==> config.mk <==
export PLATFORM = sky130hd
export DESIGN_NAME = cnn_wb_regs
export DESIGN_NICKNAME = d
export VERILOG_FILES = /design/src/cnn_pkg.sv /design/src/cnn_wb_regs.sv
export SDC_FILE = /design/constraint.sdc
export NUM_CORES = 1
export LEC_CHECK = 0
export BUFFER_PORTS_ARGS = -buffer_cell sky130_fd_sc_hd__buf_4
export CAP_MARGIN = 20
export CORE_MARGIN = 2
export CORE_UTILIZATION = 40
export DETAILED_ROUTE_END_ITERATION = 10
export PLACE_DENSITY = 0.7
export SKIP_CTS_REPAIR_TIMING = 1
export SLEW_MARGIN = 20
export SYNTH_ARGS = -nofsm -noshare
export SYNTH_HDL_FRONTEND = slang
export SYNTH_SLANG_ARGS = --single-unit
==> constraint.sdc <==
create_clock -name clk -period 2.2 [get_ports clk]
set_input_delay 0.11 -clock clk [delete_from_list [all_inputs] [get_ports clk]]
set_output_delay 0.11 -clock clk [all_outputs]
set_load 0.05 [all_outputs]
==> src/cnn_pkg.sv <==
package cnn_pkg;

//==========================================================
// widths and sizes
//==========================================================

  localparam int DWIDTH     = 16;
  localparam int ACC_WIDTH  = 40;
  localparam int LWIDTH     = 8;
  localparam int IMG_AWIDTH = 10;
  localparam int NET_AWIDTH = 8;
  localparam int KERN       = 3;
  localparam int WB_AWIDTH  = 12;

//==========================================================
// bus map
//==========================================================

  // bits 11..10 of the word address
  localparam logic [1:0] REGION_REG = 2'd0;
  localparam logic [1:0] REGION_NET = 2'd1;
  localparam logic [1:0] REGION_IMG = 2'd2;

  localparam logic [WB_AWIDTH-3:0] REG_CTRL       = 'd0;
  localparam logic [WB_AWIDTH-3:0] REG_QBITS      = 'd1;
  localparam logic [WB_AWIDTH-3:0] REG_TOTAL_IN   = 'd2;
  localparam logic [WB_AWIDTH-3:0] REG_TOTAL_OUT  = 'd3;
  localparam logic [WB_AWIDTH-3:0] REG_HEIGHT     = 'd4;
  localparam logic [WB_AWIDTH-3:0] REG_WIDTH      = 'd5;
  localparam logic [WB_AWIDTH-3:0] REG_IN_OFFSET  = 'd6;
  localparam logic [WB_AWIDTH-3:0] REG_OUT_OFFSET = 'd7;
  localparam logic [WB_AWIDTH-3:0] REG_NET_OFFSET = 'd8;
  // bit 0 relu, bit 1 bias
  localparam logic [WB_AWIDTH-3:0] REG_FLAGS      = 'd9;

  typedef enum logic [1:0] {
    S_WAIT, S_BIAS, S_CONV, S_DRAIN
  } ctrl_state_e;

endpackage

==> src/cnn_wb_regs.sv <==
module cnn_wb_regs
  ( input  logic                           clk
  , input  logic                           xrst
  , input  logic                           wb_cyc
  , input  logic                           wb_stb
  , input  logic                           wb_we
  , input  logic [cnn_pkg::WB_AWIDTH-1:0]  wb_adr
  , input  logic [cnn_pkg::DWIDTH-1:0]     wb_dat_w
  , input  logic                           busy
  , input  logic [cnn_pkg::DWIDTH-1:0]     img_host_rdata
  , input  logic [cnn_pkg::DWIDTH-1:0]     net_host_rdata
  , output logic [cnn_pkg::DWIDTH-1:0]     wb_dat_r
  , output logic                           wb_ack
  , output logic                           img_host_we
  , output logic [cnn_pkg::IMG_AWIDTH-1:0] img_host_addr
  , output logic [cnn_pkg::DWIDTH-1:0]     img_host_wdata
  , output logic                           net_host_we
  , output logic [cnn_pkg::NET_AWIDTH-1:0] net_host_addr
  , output logic [cnn_pkg::DWIDTH-1:0]     net_host_wdata
  , output logic                           start
  , output logic [cnn_pkg::LWIDTH-1:0]     qbits
  , output logic [cnn_pkg::LWIDTH-1:0]     total_in
  , output logic [cnn_pkg::LWIDTH-1:0]     total_out
  , output logic [cnn_pkg::LWIDTH-1:0]     img_height
  , output logic [cnn_pkg::LWIDTH-1:0]     img_width
  , output logic [cnn_pkg::IMG_AWIDTH-1:0] in_offset
  , output logic [cnn_pkg::IMG_AWIDTH-1:0] out_offset
  , output logic [cnn_pkg::NET_AWIDTH-1:0] net_offset
  , output logic                           relu_en
  , output logic                           bias_en
  );
  import cnn_pkg::*;

  logic                 req;
  logic [1:0]           region;
  logic [WB_AWIDTH-3:0] idx;
  logic [1:0]           region_q;
  logic [DWIDTH-1:0]    reg_rdata;

  // a new request only while ack is low
  assign req    = wb_cyc && wb_stb && !wb_ack;
  assign region = wb_adr[WB_AWIDTH-1:WB_AWIDTH-2];
  assign idx    = wb_adr[WB_AWIDTH-3:0];

  assign img_host_we    = req && wb_we && region == REGION_IMG;
  assign img_host_addr  = idx[IMG_AWIDTH-1:0];
  assign img_host_wdata = wb_dat_w;
  assign net_host_we    = req && wb_we && region == REGION_NET;
  assign net_host_addr  = idx[NET_AWIDTH-1:0];
  assign net_host_wdata = wb_dat_w;

  always @(posedge clk)
    if (!xrst) begin
      wb_ack <= 1'b0;
      start  <= 1'b0;
    end
    else begin
      wb_ack <= req;
      start  <= req && wb_we && region == REGION_REG && idx == REG_CTRL && !busy;
    end

//==========================================================
// layer registers
//==========================================================

  always @(posedge clk)
    if (!xrst) begin
      qbits      <= '0;
      total_in   <= '0;
      total_out  <= '0;
      img_height <= '0;
      img_width  <= '0;
      in_offset  <= '0;
      out_offset <= '0;
      net_offset <= '0;
      relu_en    <= 1'b0;
      bias_en    <= 1'b0;
    end
    else if (req && wb_we && region == REGION_REG)
      case (idx)
        REG_QBITS:      qbits      <= wb_dat_w[LWIDTH-1:0];
        REG_TOTAL_IN:   total_in   <= wb_dat_w[LWIDTH-1:0];
        REG_TOTAL_OUT:  total_out  <= wb_dat_w[LWIDTH-1:0];
        REG_HEIGHT:     img_height <= wb_dat_w[LWIDTH-1:0];
        REG_WIDTH:      img_width  <= wb_dat_w[LWIDTH-1:0];
        REG_IN_OFFSET:  in_offset  <= wb_dat_w[IMG_AWIDTH-1:0];
        REG_OUT_OFFSET: out_offset <= wb_dat_w[IMG_AWIDTH-1:0];
        REG_NET_OFFSET: net_offset <= wb_dat_w[NET_AWIDTH-1:0];
        REG_FLAGS: begin
          relu_en <= wb_dat_w[0];
          bias_en <= wb_dat_w[1];
        end
        default: ;
      endcase

  // read side, region held for the ack cycle
  always @(posedge clk)
    if (req) begin
      region_q <= region;
      case (idx)
        REG_CTRL:       reg_rdata <= DWIDTH'(busy);
        REG_QBITS:      reg_rdata <= DWIDTH'(qbits);
        REG_TOTAL_IN:   reg_rdata <= DWIDTH'(total_in);
        REG_TOTAL_OUT:  reg_rdata <= DWIDTH'(total_out);
        REG_HEIGHT:     reg_rdata <= DWIDTH'(img_height);
        REG_WIDTH:      reg_rdata <= DWIDTH'(img_width);
        REG_IN_OFFSET:  reg_rdata <= DWIDTH'(in_offset);
        REG_OUT_OFFSET: reg_rdata <= DWIDTH'(out_offset);
        REG_NET_OFFSET: reg_rdata <= DWIDTH'(net_offset);
        REG_FLAGS:      reg_rdata <= DWIDTH'({bias_en, relu_en});
        default:        reg_rdata <= '0;
      endcase
    end

  always_comb
    case (region_q)
      REGION_REG: wb_dat_r = reg_rdata;
      REGION_NET: wb_dat_r = net_host_rdata;
      REGION_IMG: wb_dat_r = img_host_rdata;
      default:    wb_dat_r = '0;
    endcase

endmodule

Word-level counts from Yosys, hierarchy flattened
Cells that the tools add are included.
{ "word_totals": {"word_cells": 51, "output_inout_bits": 140, "ff_bits": 90} }
{ "classes": {"n_reduce_logical": 22, "n_eq_ne": 13, "n_mux": 2} }
{ "op_table": {"columns": ["operator", "n"], "rows": [
  ["one-hot mux 10 bit (10 select lines)", 1],
  ["one-hot mux 16 bit (3 select lines)", 1],
  ["equality test 10 x 3 -> 1 bit (second input constant)", 4],
  ["equality test 10 x 2 -> 1 bit (second input constant)", 2],
  ["equality test 10 x 4 -> 1 bit (second input constant)", 2],
  ["AND reduction 2 bit", 9],
  ["equality test 10 x 1 -> 1 bit (second input constant)", 1],
  ["logical NOT 10 bit", 1],
  ["logical AND 1 bit", 8],
  ["equality test 2 x 1 -> 1 bit (second input constant)", 2],
  ["equality test 2 bit (second input constant)", 2],
  ["logical NOT 2 bit", 2],
  ["logical NOT 1 bit", 2]
]} }

Logic depth before layout (Yosys ltp)
{ "depth": {"depth_word": 6, "depth_mapped": 7, "depth_no_buf": 4} }

Worst setup path after synthesis
Ideal clock, no wire load.
{ "synth_timing": {"kind": "register to output", "from": "reg wb_ack", "to": "out net_host_we", "t_required_ps": 2090, "n_path_buf": 1, "path_slack_ps": -155, "stages_incl_launch_ff": 5, "t_arrival_ps": 2245, "path_cell_list": "dfxtp_1 and3b_1 buf_2 nand2_1 nor3b_1"} }
{ "synth_via": {"elab_chain_cells": 4} }
{ "synth_lines": {"columns": ["item", "line", "text"], "rows": [
  ["start: declaration", "cnn_wb_regs.sv:13", ", output logic wb_ack"],
  ["start signal: assignment", "cnn_wb_regs.sv:58", "wb_ack <= req;"],
  ["logical NOT 1 bit", "cnn_wb_regs.sv:41", "assign req = wb_cyc && wb_stb && !wb_ack;"],
  ["logical AND 1 bit", "cnn_wb_regs.sv:41", null],
  ["named net req", "cnn_wb_regs.sv:34", "logic req;"],
  ["logical AND 1 bit (2 in a row)", "cnn_wb_regs.sv:48", "assign net_host_we = req && wb_we && region == REGION_NET;"],
  ["end: declaration", "cnn_wb_regs.sv:17", ", output logic net_host_we"]
]} }
The timed path passes the listed nets, and every way through them passes these cells.

Worst setup path in the final report
{ "layout_timing": {"from": "in wb_adr[11] (netlist bit)", "to": "reg in_offset[7] (netlist bit)"} }
{ "layout_via": {"elab_chain_cells": 3} }
{ "layout_lines": {"columns": ["item", "line", "text"], "rows": [
  ["start: declaration", "cnn_wb_regs.sv:7", ", input logic [cnn_pkg::WB_AWIDTH-1:0] wb_adr"],
  ["logical NOT 2 bit", "cnn_wb_regs.sv:79", "else if (req && wb_we && region == REGION_REG)"],
  ["logical AND 1 bit", "cnn_wb_regs.sv:79", null],
  ["AND reduction 2 bit (no source line)", null, null],
  ["end signal: assignment", "cnn_wb_regs.sv:86", "REG_IN_OFFSET: in_offset <= wb_dat_w[IMG_AWIDTH-1:0];"],
  ["end: declaration", "cnn_wb_regs.sv:26", ", output logic [cnn_pkg::IMG_AWIDTH-1:0] in_offset"]
]} }
Every way passes these cells.
A chain may end at the register's enable or synchronous reset.

==> results by group <==
Final layout
  • Multi-input logic area: 2097 sq um
  • Area grow syn2layout: 33.66%
  • Sequential Area: 1802 sq um
  • Filler cell count in the final layout: 963
  • Finished Core Util: 0.5452
  • Post-layout nets: 649
  • Layout cell share with drive strength beyond 1: 0.4065
  • Antenna cells: 0

Yosys
  • Main flop type after synthesis: dfxtp_1
  • Synthesis Warnings: 0
  • Register area share after synthesis: 0.4111
  • Post-Syn Nets: 508
  • Cells after synthesis: 442
  • Mapped Area: 4383 sq um
  • Ys async rst share: 0
  • Count of unique library cells instantiated by Yosys: 43
  • FF+latch count, synth: 84
  • Syn avg cell area: 9.916 sq um
  • Number of flops mapped to enable cells by yosys: 12

GRT
  • Grt met1 use: 0.2585
  • Initial antenna violation count: 0
  • GR Overflow Total: 0
  • Vias in the first global route: 3754
  • First-pass GRT wire length: 19490 um
  • Pin count of the biggest net entering global routing: 48
  • GR Util met3: 0.04244
  • Overall Global Routing Usage: 0.2176
  • GR Util met2: 0.3938
  • Most used routing layer: met2

Setup path
  • Setup CP Type: in2reg
  • Worst-path fanout max: 10
  • Arrival time worst endpoint: 2100 ps
  • WP data required: 2410 ps
  • FF-to-FF Start: wb_ack
  • Setup crit start kind: input pin
  • Critical Path Source: wb_adr[11]
  • CP Capture Type: flop
  • R2r setup slk: 360 ps

Clock network
  • # H-tree levels: 3
  • CTS root buf: clkbuf_8
  • TritonCTS clock tree: done
  • Total CTS buffers: 9
  • CTS sink cnt: 84
  • Clk slew on worst S/H paths: 80 ps
  • Clock Path Buffers: 2
  • Clock Latency Late Sink: 350 ps

Timing
  • Slew headroom: 0.5809
  • Final Hold Viols: 0
  • Worst Skew: 8.140 ps
  • RSZ-0062 raised after global routing: no
  • Hold slack: 45.26 ps
  • Setup violations, final: 0
  • Min Tclk post-route: 1892 ps
  • Tcrit/Tclk final: 0.8600
  • Least-Margin Pin Slew: 628.7 ps
  • Max Fclk: 0.5285 GHz
  • Final slew viol count: 0

Power
  • Leakage: 2.683 nW
  • Worst vdd ir: 341.4 uV
  • PD cells: 583.5 nW/um^2

Floorplanning
  • Starting Density: 0.4079
  • Die area: 11810 sq um
  • IO Pins: 206
  • Core region area: 10750 sq um
  • Die span in x: 108.7 um
  • Die H: 108.7 um
  • Num rows: 38

Place
  • Post-DP HPWL: 10390 um
  • Routability cong.: 0.8859
  • PortBufs: 187

Route
  • Routed Antenna Nets: 0
  • Post-DR vias/cell: 5.210
  • DRT iter0 DRCs: 145
  • Wire per inst: 18.07 um
  • DR pass1 iterations: 4
  • Drt total wl: 13160 um
  • DR vias: 3793
  • Residual DRC: 0

Flow run
  • MaxCap Viol Count: 0

Min path
  • Hold Crit Class: in2reg
  • Worst hold start: busy

Run status
  • Outcome: completed
metrics by stage:
step / cell area [sq um] / TNS, ps / total power, mW / worst slack, ps / cells
floorplan: 4383 / -294.5 / 2.042 / -155.1 / 442
global placement: 5595 / 0 / 2.159 / 295.2 / 710
detailed placement: 5595 / 0 / 2.165 / 259.4 / 710
CTS: 5838 / 0 / 3.433 / 311.8 / 726
global route: 5858 / 0 / 3.532 / 222.1 / 728
finish: 5858 / 0 / 3.418 / 307.9 / 728
area by class of cell:
cell class | instances | share of cell area
timing repair buffer | 203 | 0.2631
sequential | 84 | 0.3076
clock buffer | 11 | 0.02777
clock inverter | 5 | 0.01367
multi-input combinational | 285 | 0.3580
tap | 140 | 0.02990
worst paths after layout:
path | depth (start not counted) | endpoint
min | 3 | start
max | 6 | in_offset[7]
min reg2reg | 2 | total_out[3]
max reg2reg | 4 | in_offset[7]
kinds of logic after synthesis:
kind of cell,synth area share
buffers and inverters,0.1105
multiplexers,0.2518
AO/OA/AOI/OAI,0.05852
AND/OR/NAND/NOR,0.1681
flip-flops,0.4111
critical path, stage by stage:
cell	delay, ps
dlygate4sd3_1	530
buf_4	150
nor2_1	140
nand3_2	240
or3_1	700
mux2i_1	210
Yosys cell counts (6+ instances only):
cell / count / area (sq um)
mux2_2: 6 / 67.56
a22o_1: 6 / 52.55
mux2i_1: 90 / 900.9
nand2_1: 98 / 367.9
mux4_2: 6 / 135.1
buf_4: 50 / 375.4
a22oi_1: 7 / 52.55
nor2_1: 7 / 26.28
clkbuf_1: 13 / 48.80
dfxtp_1: 72 / 1441
o21ai_0: 11 / 55.05
edfxtp_1: 12 / 360.4
state kept, by name (all words and copies together), names as in the netlist:
signal / cells
img_height: 8
reg_rdata: 10
wb_ack: 1
img_width: 8
bias_en: 1
relu_en: 1
out_offset: 10
qbits: 8
total_out: 8
total_in: 8
region_q: 2
start: 1
in_offset: 10
net_offset: 8
placed cells by master, fill, tap and decap left out, drive strengths merged, types with 4 or more instances in the layout:
cell type and count:
buf 201, nand2 100, mux2i 90, dfxtp 72
edfxtp 12, o21ai 11, clkbuf 11, nor3 11
nor2 7, a22oi 7, a22o 6, mux2 6
mux4 6, nor2b 5, or3 5, nor4 4
nand3 4
report_power, final:
part | internal (mW) | switching (mW)
clock | 0.740 | 0.549
combinational | 0.190 | 0.370
sequential | 1.56 | 0.00694
layer usage:
metal  routed length, um  part of all wire
met4                 187             0.014
met3                1089             0.083
met5                   0                 0
met1                5050              0.38
met2                6826              0.52
Note: power is estimated with default switching activity, not from simulation.
