File: src/cnn_pkg.sv
package cnn_pkg;

//==========================================================
// widths and sizes
//==========================================================

  localparam int DWIDTH     = 16;
  localparam int ACC_WIDTH  = 40;
  localparam int LWIDTH     = 8;
  localparam int IMG_AWIDTH = 10;
  localparam int NET_AWIDTH = 8;
  localparam int KERN       = 3;
  localparam int WB_AWIDTH  = 12;

//==========================================================
// bus map
//==========================================================

  // bits 11..10 of the word address
  localparam logic [1:0] REGION_REG = 2'd0;
  localparam logic [1:0] REGION_NET = 2'd1;
  localparam logic [1:0] REGION_IMG = 2'd2;

  localparam logic [WB_AWIDTH-3:0] REG_CTRL       = 'd0;
  localparam logic [WB_AWIDTH-3:0] REG_QBITS      = 'd1;
  localparam logic [WB_AWIDTH-3:0] REG_TOTAL_IN   = 'd2;
  localparam logic [WB_AWIDTH-3:0] REG_TOTAL_OUT  = 'd3;
  localparam logic [WB_AWIDTH-3:0] REG_HEIGHT     = 'd4;
  localparam logic [WB_AWIDTH-3:0] REG_WIDTH      = 'd5;
  localparam logic [WB_AWIDTH-3:0] REG_IN_OFFSET  = 'd6;
  localparam logic [WB_AWIDTH-3:0] REG_OUT_OFFSET = 'd7;
  localparam logic [WB_AWIDTH-3:0] REG_NET_OFFSET = 'd8;
  // bit 0 relu, bit 1 bias
  localparam logic [WB_AWIDTH-3:0] REG_FLAGS      = 'd9;

  typedef enum logic [1:0] {
    S_WAIT, S_BIAS, S_CONV, S_DRAIN
  } ctrl_state_e;

endpackage

File: src/cnn_window_scan.sv
module cnn_window_scan
  ( input  logic                           clk
  , input  logic                           xrst
  , input  logic                           restart
  , input  logic                           step
  , input  logic [cnn_pkg::LWIDTH-1:0]     img_height
  , input  logic [cnn_pkg::LWIDTH-1:0]     img_width
  , input  logic [cnn_pkg::LWIDTH-1:0]     total_in
  , input  logic [cnn_pkg::IMG_AWIDTH-1:0] in_offset
  , output logic [cnn_pkg::IMG_AWIDTH-1:0] img_addr
  , output logic [cnn_pkg::NET_AWIDTH-1:0] weight_idx
  , output logic                           first
  , output logic                           last
  , output logic                           done
  );
  import cnn_pkg::*;

  logic [LWIDTH-1:0]     ox;
  logic [LWIDTH-1:0]     oy;
  logic [LWIDTH-1:0]     ci;
  logic [1:0]            kx;
  logic [1:0]            ky;
  logic [IMG_AWIDTH-1:0] plane;
  logic [IMG_AWIDTH-1:0] win_base;
  logic [IMG_AWIDTH-1:0] ch_base;
  logic [IMG_AWIDTH-1:0] row_base;
  logic [IMG_AWIDTH-1:0] win_next;
  logic                  kx_end;
  logic                  ky_end;
  logic                  ci_end;
  logic                  ox_end;
  logic                  oy_end;

  assign kx_end = kx == 2'(KERN - 1);
  assign ky_end = ky == 2'(KERN - 1);
  assign ci_end = ci == total_in - LWIDTH'(1);
  assign ox_end = ox == img_width - LWIDTH'(KERN);
  assign oy_end = oy == img_height - LWIDTH'(KERN);

  assign img_addr = row_base + IMG_AWIDTH'(kx);
  assign first    = kx == 2'd0 && ky == 2'd0 && ci == '0;
  assign last     = kx_end && ky_end && ci_end;

  // end of row jumps over the two border columns
  assign win_next = ox_end ? win_base + IMG_AWIDTH'(KERN) : win_base + IMG_AWIDTH'(1);

  always @(posedge clk)
    if (!xrst) begin
      ox         <= '0;
      oy         <= '0;
      ci         <= '0;
      kx         <= '0;
      ky         <= '0;
      weight_idx <= '0;
      done       <= 1'b0;
    end
    else if (restart) begin
      ox         <= '0;
      oy         <= '0;
      ci         <= '0;
      kx         <= '0;
      ky         <= '0;
      weight_idx <= '0;
      done       <= 1'b0;
    end
    else if (step && !done) begin
      weight_idx <= last ? '0 : weight_idx + NET_AWIDTH'(1);
      kx         <= kx_end ? 2'd0 : kx + 2'd1;
      if (kx_end) begin
        ky <= ky_end ? 2'd0 : ky + 2'd1;
        if (ky_end) begin
          ci <= ci_end ? '0 : ci + LWIDTH'(1);
          if (ci_end) begin
            ox <= ox_end ? '0 : ox + LWIDTH'(1);
            if (ox_end) begin
              if (oy_end)
                done <= 1'b1;
              else
                oy <= oy + LWIDTH'(1);
            end
          end
        end
      end
    end

//==========================================================
// incremental address bases
//==========================================================

  always @(posedge clk)
    if (restart) begin
      plane    <= IMG_AWIDTH'(img_height) * IMG_AWIDTH'(img_width);
      win_base <= in_offset;
      ch_base  <= in_offset;
      row_base <= in_offset;
    end
    else if (step && !done && kx_end)
      if (!ky_end)
        row_base <= row_base + IMG_AWIDTH'(img_width);
      else if (!ci_end) begin
        ch_base  <= ch_base + plane;
        row_base <= ch_base + plane;
      end
      else if (!(ox_end && oy_end)) begin
        win_base <= win_next;
        ch_base  <= win_next;
        row_base <= win_next;
      end

endmodule

File: src/cnn_mac_unit.sv
module cnn_mac_unit
  ( input  logic                              clk
  , input  logic                              xrst
  , input  logic signed [cnn_pkg::DWIDTH-1:0] pix
  , input  logic signed [cnn_pkg::DWIDTH-1:0] weight
  , input  logic                              first
  , input  logic                              last
  , input  logic                              bias_load
  , input  logic signed [cnn_pkg::DWIDTH-1:0] bias
  , input  logic                              bias_en
  , input  logic                              relu_en
  , input  logic [cnn_pkg::LWIDTH-1:0]        qbits
  , output logic signed [cnn_pkg::DWIDTH-1:0] result
  , output logic                              result_valid
  );
  import cnn_pkg::*;

  logic signed [DWIDTH-1:0]    bias_r;
  logic signed [ACC_WIDTH-1:0] prod;
  logic signed [ACC_WIDTH-1:0] acc;
  logic signed [ACC_WIDTH-1:0] acc_next;
  logic signed [ACC_WIDTH-1:0] biased;
  logic signed [ACC_WIDTH-1:0] shifted;
  logic signed [DWIDTH-1:0]    sat;
  logic                        first_q;
  logic                        last_q;
  logic                        ovf;

  always @(posedge clk)
    if (bias_load)
      bias_r <= bias;

  // stage 1, product of the memory words
  always @(posedge clk)
    prod <= pix * weight;

  always @(posedge clk)
    if (!xrst) begin
      first_q      <= 1'b0;
      last_q       <= 1'b0;
      result_valid <= 1'b0;
    end
    else begin
      first_q      <= first;
      last_q       <= last;
      result_valid <= last_q;
    end

//==========================================================
// stage 2, accumulate and quantize
//==========================================================

  assign acc_next = first_q ? prod : acc + prod;
  assign biased   = bias_en ? acc_next + ACC_WIDTH'(bias_r) : acc_next;
  assign shifted  = biased >>> qbits;

  // upper bits must all copy the sign to fit 16 bits
  assign ovf = shifted[ACC_WIDTH-1:DWIDTH-1] != {(ACC_WIDTH-DWIDTH+1){shifted[ACC_WIDTH-1]}};

  always_comb
    if (!ovf)
      sat = shifted[DWIDTH-1:0];
    else if (shifted[ACC_WIDTH-1])
      sat = {1'b1, {(DWIDTH-1){1'b0}}};
    else
      sat = {1'b0, {(DWIDTH-1){1'b1}}};

  always @(posedge clk) begin
    acc    <= acc_next;
    result <= relu_en && sat[DWIDTH-1] ? '0 : sat;
  end

endmodule

File: src/cnn_ctrl_core.sv
module cnn_ctrl_core
  ( input  logic                              clk
  , input  logic                              xrst
  , input  logic                              start
  , input  logic [cnn_pkg::LWIDTH-1:0]        qbits
  , input  logic [cnn_pkg::LWIDTH-1:0]        total_in
  , input  logic [cnn_pkg::LWIDTH-1:0]        total_out
  , input  logic [cnn_pkg::LWIDTH-1:0]        img_height
  , input  logic [cnn_pkg::LWIDTH-1:0]        img_width
  , input  logic [cnn_pkg::IMG_AWIDTH-1:0]    in_offset
  , input  logic [cnn_pkg::IMG_AWIDTH-1:0]    out_offset
  , input  logic [cnn_pkg::NET_AWIDTH-1:0]    net_offset
  , input  logic                              relu_en
  , input  logic                              bias_en
  , input  logic signed [cnn_pkg::DWIDTH-1:0] img_core_rdata
  , input  logic signed [cnn_pkg::DWIDTH-1:0] net_core_rdata
  , output logic                              busy
  , output logic                              img_core_we
  , output logic [cnn_pkg::IMG_AWIDTH-1:0]    img_core_addr
  , output logic signed [cnn_pkg::DWIDTH-1:0] img_core_wdata
  , output logic [cnn_pkg::NET_AWIDTH-1:0]    net_core_addr
  );
  import cnn_pkg::*;

  ctrl_state_e state;

  logic [LWIDTH-1:0]        qbits_r;
  logic [LWIDTH-1:0]        total_in_r;
  logic [LWIDTH-1:0]        total_out_r;
  logic [LWIDTH-1:0]        height_r;
  logic [LWIDTH-1:0]        width_r;
  logic [LWIDTH-1:0]        out_ch;
  logic [IMG_AWIDTH-1:0]    in_offset_r;
  logic [IMG_AWIDTH-1:0]    out_addr;
  logic [NET_AWIDTH-1:0]    net_base;
  logic [NET_AWIDTH-1:0]    blk_size;
  logic                     relu_en_r;
  logic                     bias_en_r;
  logic                     bias_rd;

  logic                     step;
  logic [IMG_AWIDTH-1:0]    scan_addr;
  logic [NET_AWIDTH-1:0]    weight_idx;
  logic                     scan_first;
  logic                     scan_last;
  logic                     scan_done;
  logic                     rd_valid;
  logic                     first_d;
  logic                     last_d;
  logic signed [DWIDTH-1:0] pix;
  logic signed [DWIDTH-1:0] result;
  logic                     result_valid;

//==========================================================
// layer FSM
//==========================================================

  assign busy = state != S_WAIT;

  // a result write steals the image port for one cycle
  assign step           = state == S_CONV && !scan_done && !result_valid;
  assign img_core_we    = result_valid;
  assign img_core_addr  = result_valid ? out_addr : scan_addr;
  assign img_core_wdata = result;
  assign net_core_addr  = state == S_BIAS ? net_base
                                          : net_base + weight_idx + NET_AWIDTH'(1);

  always @(posedge clk)
    if (!xrst) begin
      state   <= S_WAIT;
      out_ch  <= '0;
      bias_rd <= 1'b0;
    end
    else
      case (state)
        S_WAIT:
          if (start) begin
            state  <= S_BIAS;
            out_ch <= '0;
          end
        S_BIAS: begin
          bias_rd <= !bias_rd;
          if (bias_rd)
            state <= S_CONV;
        end
        S_CONV:
          if (scan_done)
            state <= S_DRAIN;
        // a window is longer than the pipe, so the first write here is the last one
        S_DRAIN:
          if (result_valid)
            if (out_ch == total_out_r - LWIDTH'(1))
              state <= S_WAIT;
            else begin
              state  <= S_BIAS;
              out_ch <= out_ch + LWIDTH'(1);
            end
        default:
          state <= S_WAIT;
      endcase

  always @(posedge clk)
    if (state == S_WAIT && start) begin
      qbits_r     <= qbits;
      total_in_r  <= total_in;
      total_out_r <= total_out;
      height_r    <= img_height;
      width_r     <= img_width;
      in_offset_r <= in_offset;
      relu_en_r   <= relu_en;
      bias_en_r   <= bias_en;
      out_addr    <= out_offset;
      net_base    <= net_offset;
      blk_size    <= NET_AWIDTH'(total_in) * NET_AWIDTH'(KERN * KERN) + NET_AWIDTH'(1);
    end
    else if (result_valid) begin
      out_addr <= out_addr + IMG_AWIDTH'(1);
      if (state == S_DRAIN)
        net_base <= net_base + blk_size;
    end

  // marks follow the read latency
  always @(posedge clk)
    if (!xrst) begin
      rd_valid <= 1'b0;
      first_d  <= 1'b0;
      last_d   <= 1'b0;
    end
    else begin
      rd_valid <= step;
      first_d  <= step && scan_first;
      last_d   <= step && scan_last;
    end

  assign pix = rd_valid ? img_core_rdata : '0;

  cnn_window_scan i_scan
    ( .clk        (clk)
    , .xrst       (xrst)
    , .restart    (state == S_BIAS)
    , .step       (step)
    , .img_height (height_r)
    , .img_width  (width_r)
    , .total_in   (total_in_r)
    , .in_offset  (in_offset_r)
    , .img_addr   (scan_addr)
    , .weight_idx (weight_idx)
    , .first      (scan_first)
    , .last       (scan_last)
    , .done       (scan_done)
    );

  cnn_mac_unit i_mac
    ( .clk          (clk)
    , .xrst         (xrst)
    , .pix          (pix)
    , .weight       (net_core_rdata)
    , .first        (first_d)
    , .last         (last_d)
    , .bias_load    (state == S_BIAS && bias_rd)
    , .bias         (net_core_rdata)
    , .bias_en      (bias_en_r)
    , .relu_en      (relu_en_r)
    , .qbits        (qbits_r)
    , .result       (result)
    , .result_valid (result_valid)
    );

endmodule

File: config.mk
export PLATFORM = sky130hd
export DESIGN_NAME = cnn_ctrl_core
export DESIGN_NICKNAME = d
export VERILOG_FILES = /design/src/cnn_pkg.sv /design/src/cnn_window_scan.sv /design/src/cnn_mac_unit.sv /design/src/cnn_ctrl_core.sv
export SDC_FILE = /design/constraint.sdc
export NUM_CORES = 2
export LEC_CHECK = 0
export BUFFER_PORTS_ARGS = -buffer_cell sky130_fd_sc_hd__buf_2
export CAP_MARGIN = 25
export CORE_MARGIN = 5
export CORE_UTILIZATION = 54
export CTS_CLUSTER_DIAMETER = 120
export CTS_CLUSTER_SIZE = 28
export DETAILED_ROUTE_END_ITERATION = 8
export PLACE_DENSITY = 0.75
export SLEW_MARGIN = 0
export SYNTH_ARGS = -nofsm -noshare
export SYNTH_HDL_FRONTEND = slang
export SYNTH_SLANG_ARGS = --single-unit
File: constraint.sdc
create_clock -name clk -period 21.2 [get_ports clk]
set_input_delay 1.06 -clock clk [delete_from_list [all_inputs] [get_ports clk]]
set_output_delay 1.06 -clock clk [all_outputs]
set_load 0.03 [all_outputs]
# == Word level (Yosys, flattened, before mapping) ==
# Cells that the tools add are included.
# word_totals
wordCells,162
ff_bits,284
in_bits,105
# classes
add_sub_neg,23
shift,1
mux,40
reduce_logical,40
bitwise,2
multipliers,3
eq_ne,18
# op_table
op,count
10-bit two-way mux,16
40-bit two-way mux,2
8-bit two-way mux,10
"8-bit by 1-bit adder with 8-bit output, second input constant",7
16-bit two-way mux,3
40-bit by 16-bit adder with 40-bit output,1
40-bit adder,1
40-bit by 8-bit >>> shifter with 40-bit output,1
8-bit == test,4
16-bit by 16-bit multiplier with 32-bit output,1
24-bit inequality test,1
"10-bit by 1-bit adder with 10-bit output, second input constant",2
8-bit adder,2
8-bit case mux with 2 select lines,1
4-bit AND reduction,4
"8-bit by 1-bit subtractor with 8-bit output, second input constant",2
"8-bit by 2-bit subtractor with 8-bit output, second input constant",2
1-bit logical AND,14
2-bit nonzero test,7
2-bit two-way mux,6
6-bit AND reduction,2
10-bit adder,1
10-bit by 2-bit adder with 10-bit output,1
"10-bit by 2-bit adder with 10-bit output, second input constant",1
19 further kinds,35

# == Longest topological paths before layout ==
# logic_depth
ltp_word,8
mapped_depth,30
ltp_nobuf,27

# == Cells and area by module ==
# From an unflattened synthesis, not the netlist that was laid out.
# hier_totals
hier_cells,3885
hier_area_um2,33493.4
# by_module_without_submodules
module,cells_per_inst,instances,seq_area_each_um2,area_each_um2
cnn_mac_unit,2755,1,2302.2,22226.3
cnn_window_scan,734,1,1941.9,6530.0
cnn_ctrl_core,396,1,2622.5,4737.0

# == Worst setup path before layout ==
# Ideal clock, no wire load.
# synth_timing
path_kind,input-to-reg
from,in img_core_rdata[9] (netlist bit)
to,reg i_mac.prod[29]
path_buffers,1
setup_slack_ns,13.688
required_ns,21.128
arrival_time_ns,7.440
path_stages,26
cell_sequence,and2_1 -> clkbuf_1 -> nand2_1 -> fa_1 -> inv_1 -> fa_1 -> inv_1 -> fa_1 -> fa_1 -> inv_1 -> fa_1 -> inv_1 -> fa_1 -> inv_1 -> ha_1 -> inv_1 -> o21bai_1 -> a21oi_1 -> o21ai_0 -> a211o_1 -> a2111oi_0 -> o31ai_1 -> o41ai_1 -> o21ai_0 -> a21oi_1 -> xnor2_1
# synth_between
elab_chain_cells,2
# synth_rtl
item,line_no,text
"start, declared",cnn_ctrl_core.sv:15,", input logic signed [cnn_pkg::DWIDTH-1:0] img_core_rdata"
16-bit two-way mux,cnn_ctrl_core.sv:135,assign pix = rd_valid ? img_core_rdata : '0;
16-bit by 16-bit multiplier with 32-bit output,cnn_mac_unit.sv:35,prod <= pix * weight;
"end signal, assigned",cnn_mac_unit.sv:35,
"end, declared",cnn_mac_unit.sv:19,logic signed [ACC_WIDTH-1:0] prod;
# Every way passes these cells.
# A chain may end at the register's enable or synchronous reset.

# == Worst setup path in the final report ==
# layout_timing
from,reg i_mac.prod[4]
to,reg i_mac.result[8] (netlist bit)
# layout_between
elab_chain_cells,8
# layout_rtl
item,line_no,text
40-bit adder (*),cnn_mac_unit.sv:53,assign acc_next = first_q ? prod : acc + prod;
40-bit two-way mux (*),cnn_mac_unit.sv:53,
net i_mac.acc_next[27],cnn_mac_unit.sv:21,logic signed [ACC_WIDTH-1:0] acc_next;
40-bit by 16-bit adder with 40-bit output,cnn_mac_unit.sv:54,assign biased = bias_en ? acc_next + ACC_WIDTH'(bias_r) : acc_next;
40-bit two-way mux (*),cnn_mac_unit.sv:54,
40-bit by 8-bit >>> shifter with 40-bit output (*),cnn_mac_unit.sv:55,assign shifted = biased >>> qbits;
24-bit inequality test or 16-bit two-way mux (tied branches),"cnn_mac_unit.sv:58, cnn_mac_unit.sv:63",
16-bit two-way mux (*),cnn_mac_unit.sv:61,if (!ovf)
1-bit logical AND,cnn_mac_unit.sv:70,result <= relu_en && sat[DWIDTH-1] ? '0 : sat;
"end signal, assigned",cnn_mac_unit.sv:70,
"end, declared",cnn_mac_unit.sv:13,", output logic signed [cnn_pkg::DWIDTH-1:0] result"
# The timed path passes the listed nets; every way through them passes the cells marked *.

==> results.toml <==
[cts]
cts_buffers = 15
htree_levels = 1
path_clk_slew_ns = 0.11
ctsHoldBuffers = 0
cts_tree = "yes"
cts_root_buffer = "clkbuf_16"
clock_latency_ns = 0.54
clock-sinks = 276
cts_buffer_depth = 3
cts_setup_buffers = 0
cts_resized = 0

[global_routing]
grt_pass1_wl_um = 147000
grt_max_degree = 115
track_usage_pct = 27.2
overflow = 0
grt_pass1_vias = 27100
antenna_found_initial = 4

[timing]
fin_crit_sh_pct = 43.2
final.setup.tns_ns = 0
slew_violations = 0
clock-skew-final_ns = 0.0414
period_needed_ns = 9.15
max_freq_ghz = 0.109
relSlewSlack_pct = 29.3
setup_viol = 0
final-hold-violation-count = 0
whs_ns = 0.446
rsz0062_at_grt = "false"
worstMarginPinSlew_ns = 1.06

[setup_path]
crit_required_ns = 21.65
crit_fanout = 27
startpoint_type = "flop"
arrival_ns = 9.60
crit_type = "flop to flop"
end_kind = "flop"

[yosys]
synth_cell_type_count = 104
synth_seq_area_share_pct = 21.1
synthCells = 3764
ys_seq_elements = 276
avgSynthCellArea_um2 = 8.64
synthFlopType = "dfxtp_1"
synthArstFlopShare_pct = 0
yosys_warnings = 0
syn_nets = 4405
synth-edff-count = 134
synth_area_um2 = 32500

[layout]
fillers = 5496
final_nets = 4418
layout_common_cells = "417 x nand2_1, 395 x inv_1, 294 x fa_1, 243 x nor2_1, 241 x ha_1"
final_cell_area_um2 = 34300
area_growth_pct = 5.39
drive_gt1_share_pct = 7.64
final_common_cell = "nand2_1"

[job]
drv_cap = 0

[drt]
wl_per_cell_um = 20.1
route.detailed.drc = 0
vias = 27800
wirelength_um = 91800
vias_per_cell = 6.10
drt_iter0_drc = 2795
first_pass_iters = 6
ant_nets = 0

[placement]
post-dp-hpwl_um = 71800
placed_area_um2 = 33800
io_buffers = 140
gp_congestion = 0.987

[floorplan]
num_rows = 90
die_w_um = 255
die_h_um = 255
ios = 141
core_area_um2 = 60000
die-area_um2 = 65300
initial_core_util_pct = 54.2

[status]
outcome = "complete, no violations"

[worst_hold_path]
min_path_type = "flop to flop"
[worst paths after layout]
| check | from | endpoint | slack, ns | cells past startpoint |
|---|---|---|---|---|
| hold reg to reg | last_d | i_mac.last_q | 0.45 | 1 |
| setup reg to reg | i_mac.prod[4] | i_mac.result[8] | 12.05 | 23 |
| setup / recovery | i_mac.prod[4] | i_mac.result[8] | 12.05 | 23 |
| hold / removal | last_d | i_mac.last_q | 0.45 | 1 |
[metrics by stage]
stage | worst slack, ns | std cells | utilization (%)
6_report | 12.05 | 4569 | 57.1
5_1_grt | 11.17 | 4569 | 57.1
4_1_cts | 12.24 | 4567 | 57.1
3_5_place_dp | 12.26 | 4542 | 56.3
3_3_place_gp | 12.51 | 4541 | 56.3
2_1_floorplan | 13.69 | 3764 | -
[metal layers]
metal  wire length, µm  track usage (%)
met4              3610             8.70
met2             42500             44.9
met5                13                0
met1             38800             37.5
met3              6900             3.64
[Yosys cell counts, types with 33 or more instances]
cell	number	area, µm²
a31oi_1	33	206
xnor2_1	136	1190
o21a_1	37	278
and2_1	73	457
a21o_1	48	360
dfxtp_1	142	2840
xor2_1	96	841
mux2i_1	39	390
nand4_1	51	319
nor2_1	243	912
nand3_1	69	345
and3_1	141	882
o21ai_0	192	961
fa_1	294	5890
a21oi_1	200	1000
nand2_1	417	1570
nor3_1	62	310
ha_1	242	3030
a211oi_1	36	270
edfxtp_1	134	4020
inv_1	396	1490
clkbuf_1	159	597
[sequential cells by signal (all words and copies together), names as in the netlist, 10 cells and up]
register / flops
i_mac.acc: 40
i_scan.ch_base: 10
i_mac.bias_r: 16
in_offset_r: 10
i_mac.prod: 32
i_scan.plane: 10
out_addr: 10
i_scan.row_base: 10
i_scan.win_base: 10
i_mac.result: 16
[logic make-up after synthesis]
logic type	share of synthesized area [%]
xor gates and xnor gates	6.25
AOI/OAI and AO/OA	17.9
buffers and inverters	6.83
and+or+nand+nor	17.9
DFF	21.1
adders and majority gates	27.4
muxes	2.55
[cell type report]
type	instances	area (µm²)	share of cell area, %
clock inverter	4	73.8	0.215
timing repair buffer	181	1010	2.94
tap	782	978	2.85
multi-input combinational	2903	23500	68.4
clock buffer	21	398	1.16
sequential	276	6870	20.0
inverter	400	1500	4.38
antenna	2	5.00	0.0146
[worst max-delay path, stage by stage (launching register included)]
cell and delay (ns):
dfxtp_1 0.33, ha_1 0.40, nand2_2 0.12, o31ai_4 0.49, nand4_1 0.25, a211oi_1 0.37, nor3_1 0.09, o31ai_1 0.67
ha_1 0.40, o21ai_0 0.16, o21ai_0 0.52, o22ai_1 0.20, o31a_1 0.16, a2111oi_0 0.65, o21ai_1 0.38, and4_1 0.37
o21ai_2 0.85, nand2b_1 0.22, a311oi_1 0.53, a31oi_1 0.16, o32a_1 0.34, o41ai_2 0.76, a21oi_2 0.35, nor3_1 0.26
Power is left out: the tool's default activity adds up to more than one toggle a clock period on the data nets, which glitch-free logic cannot reach.
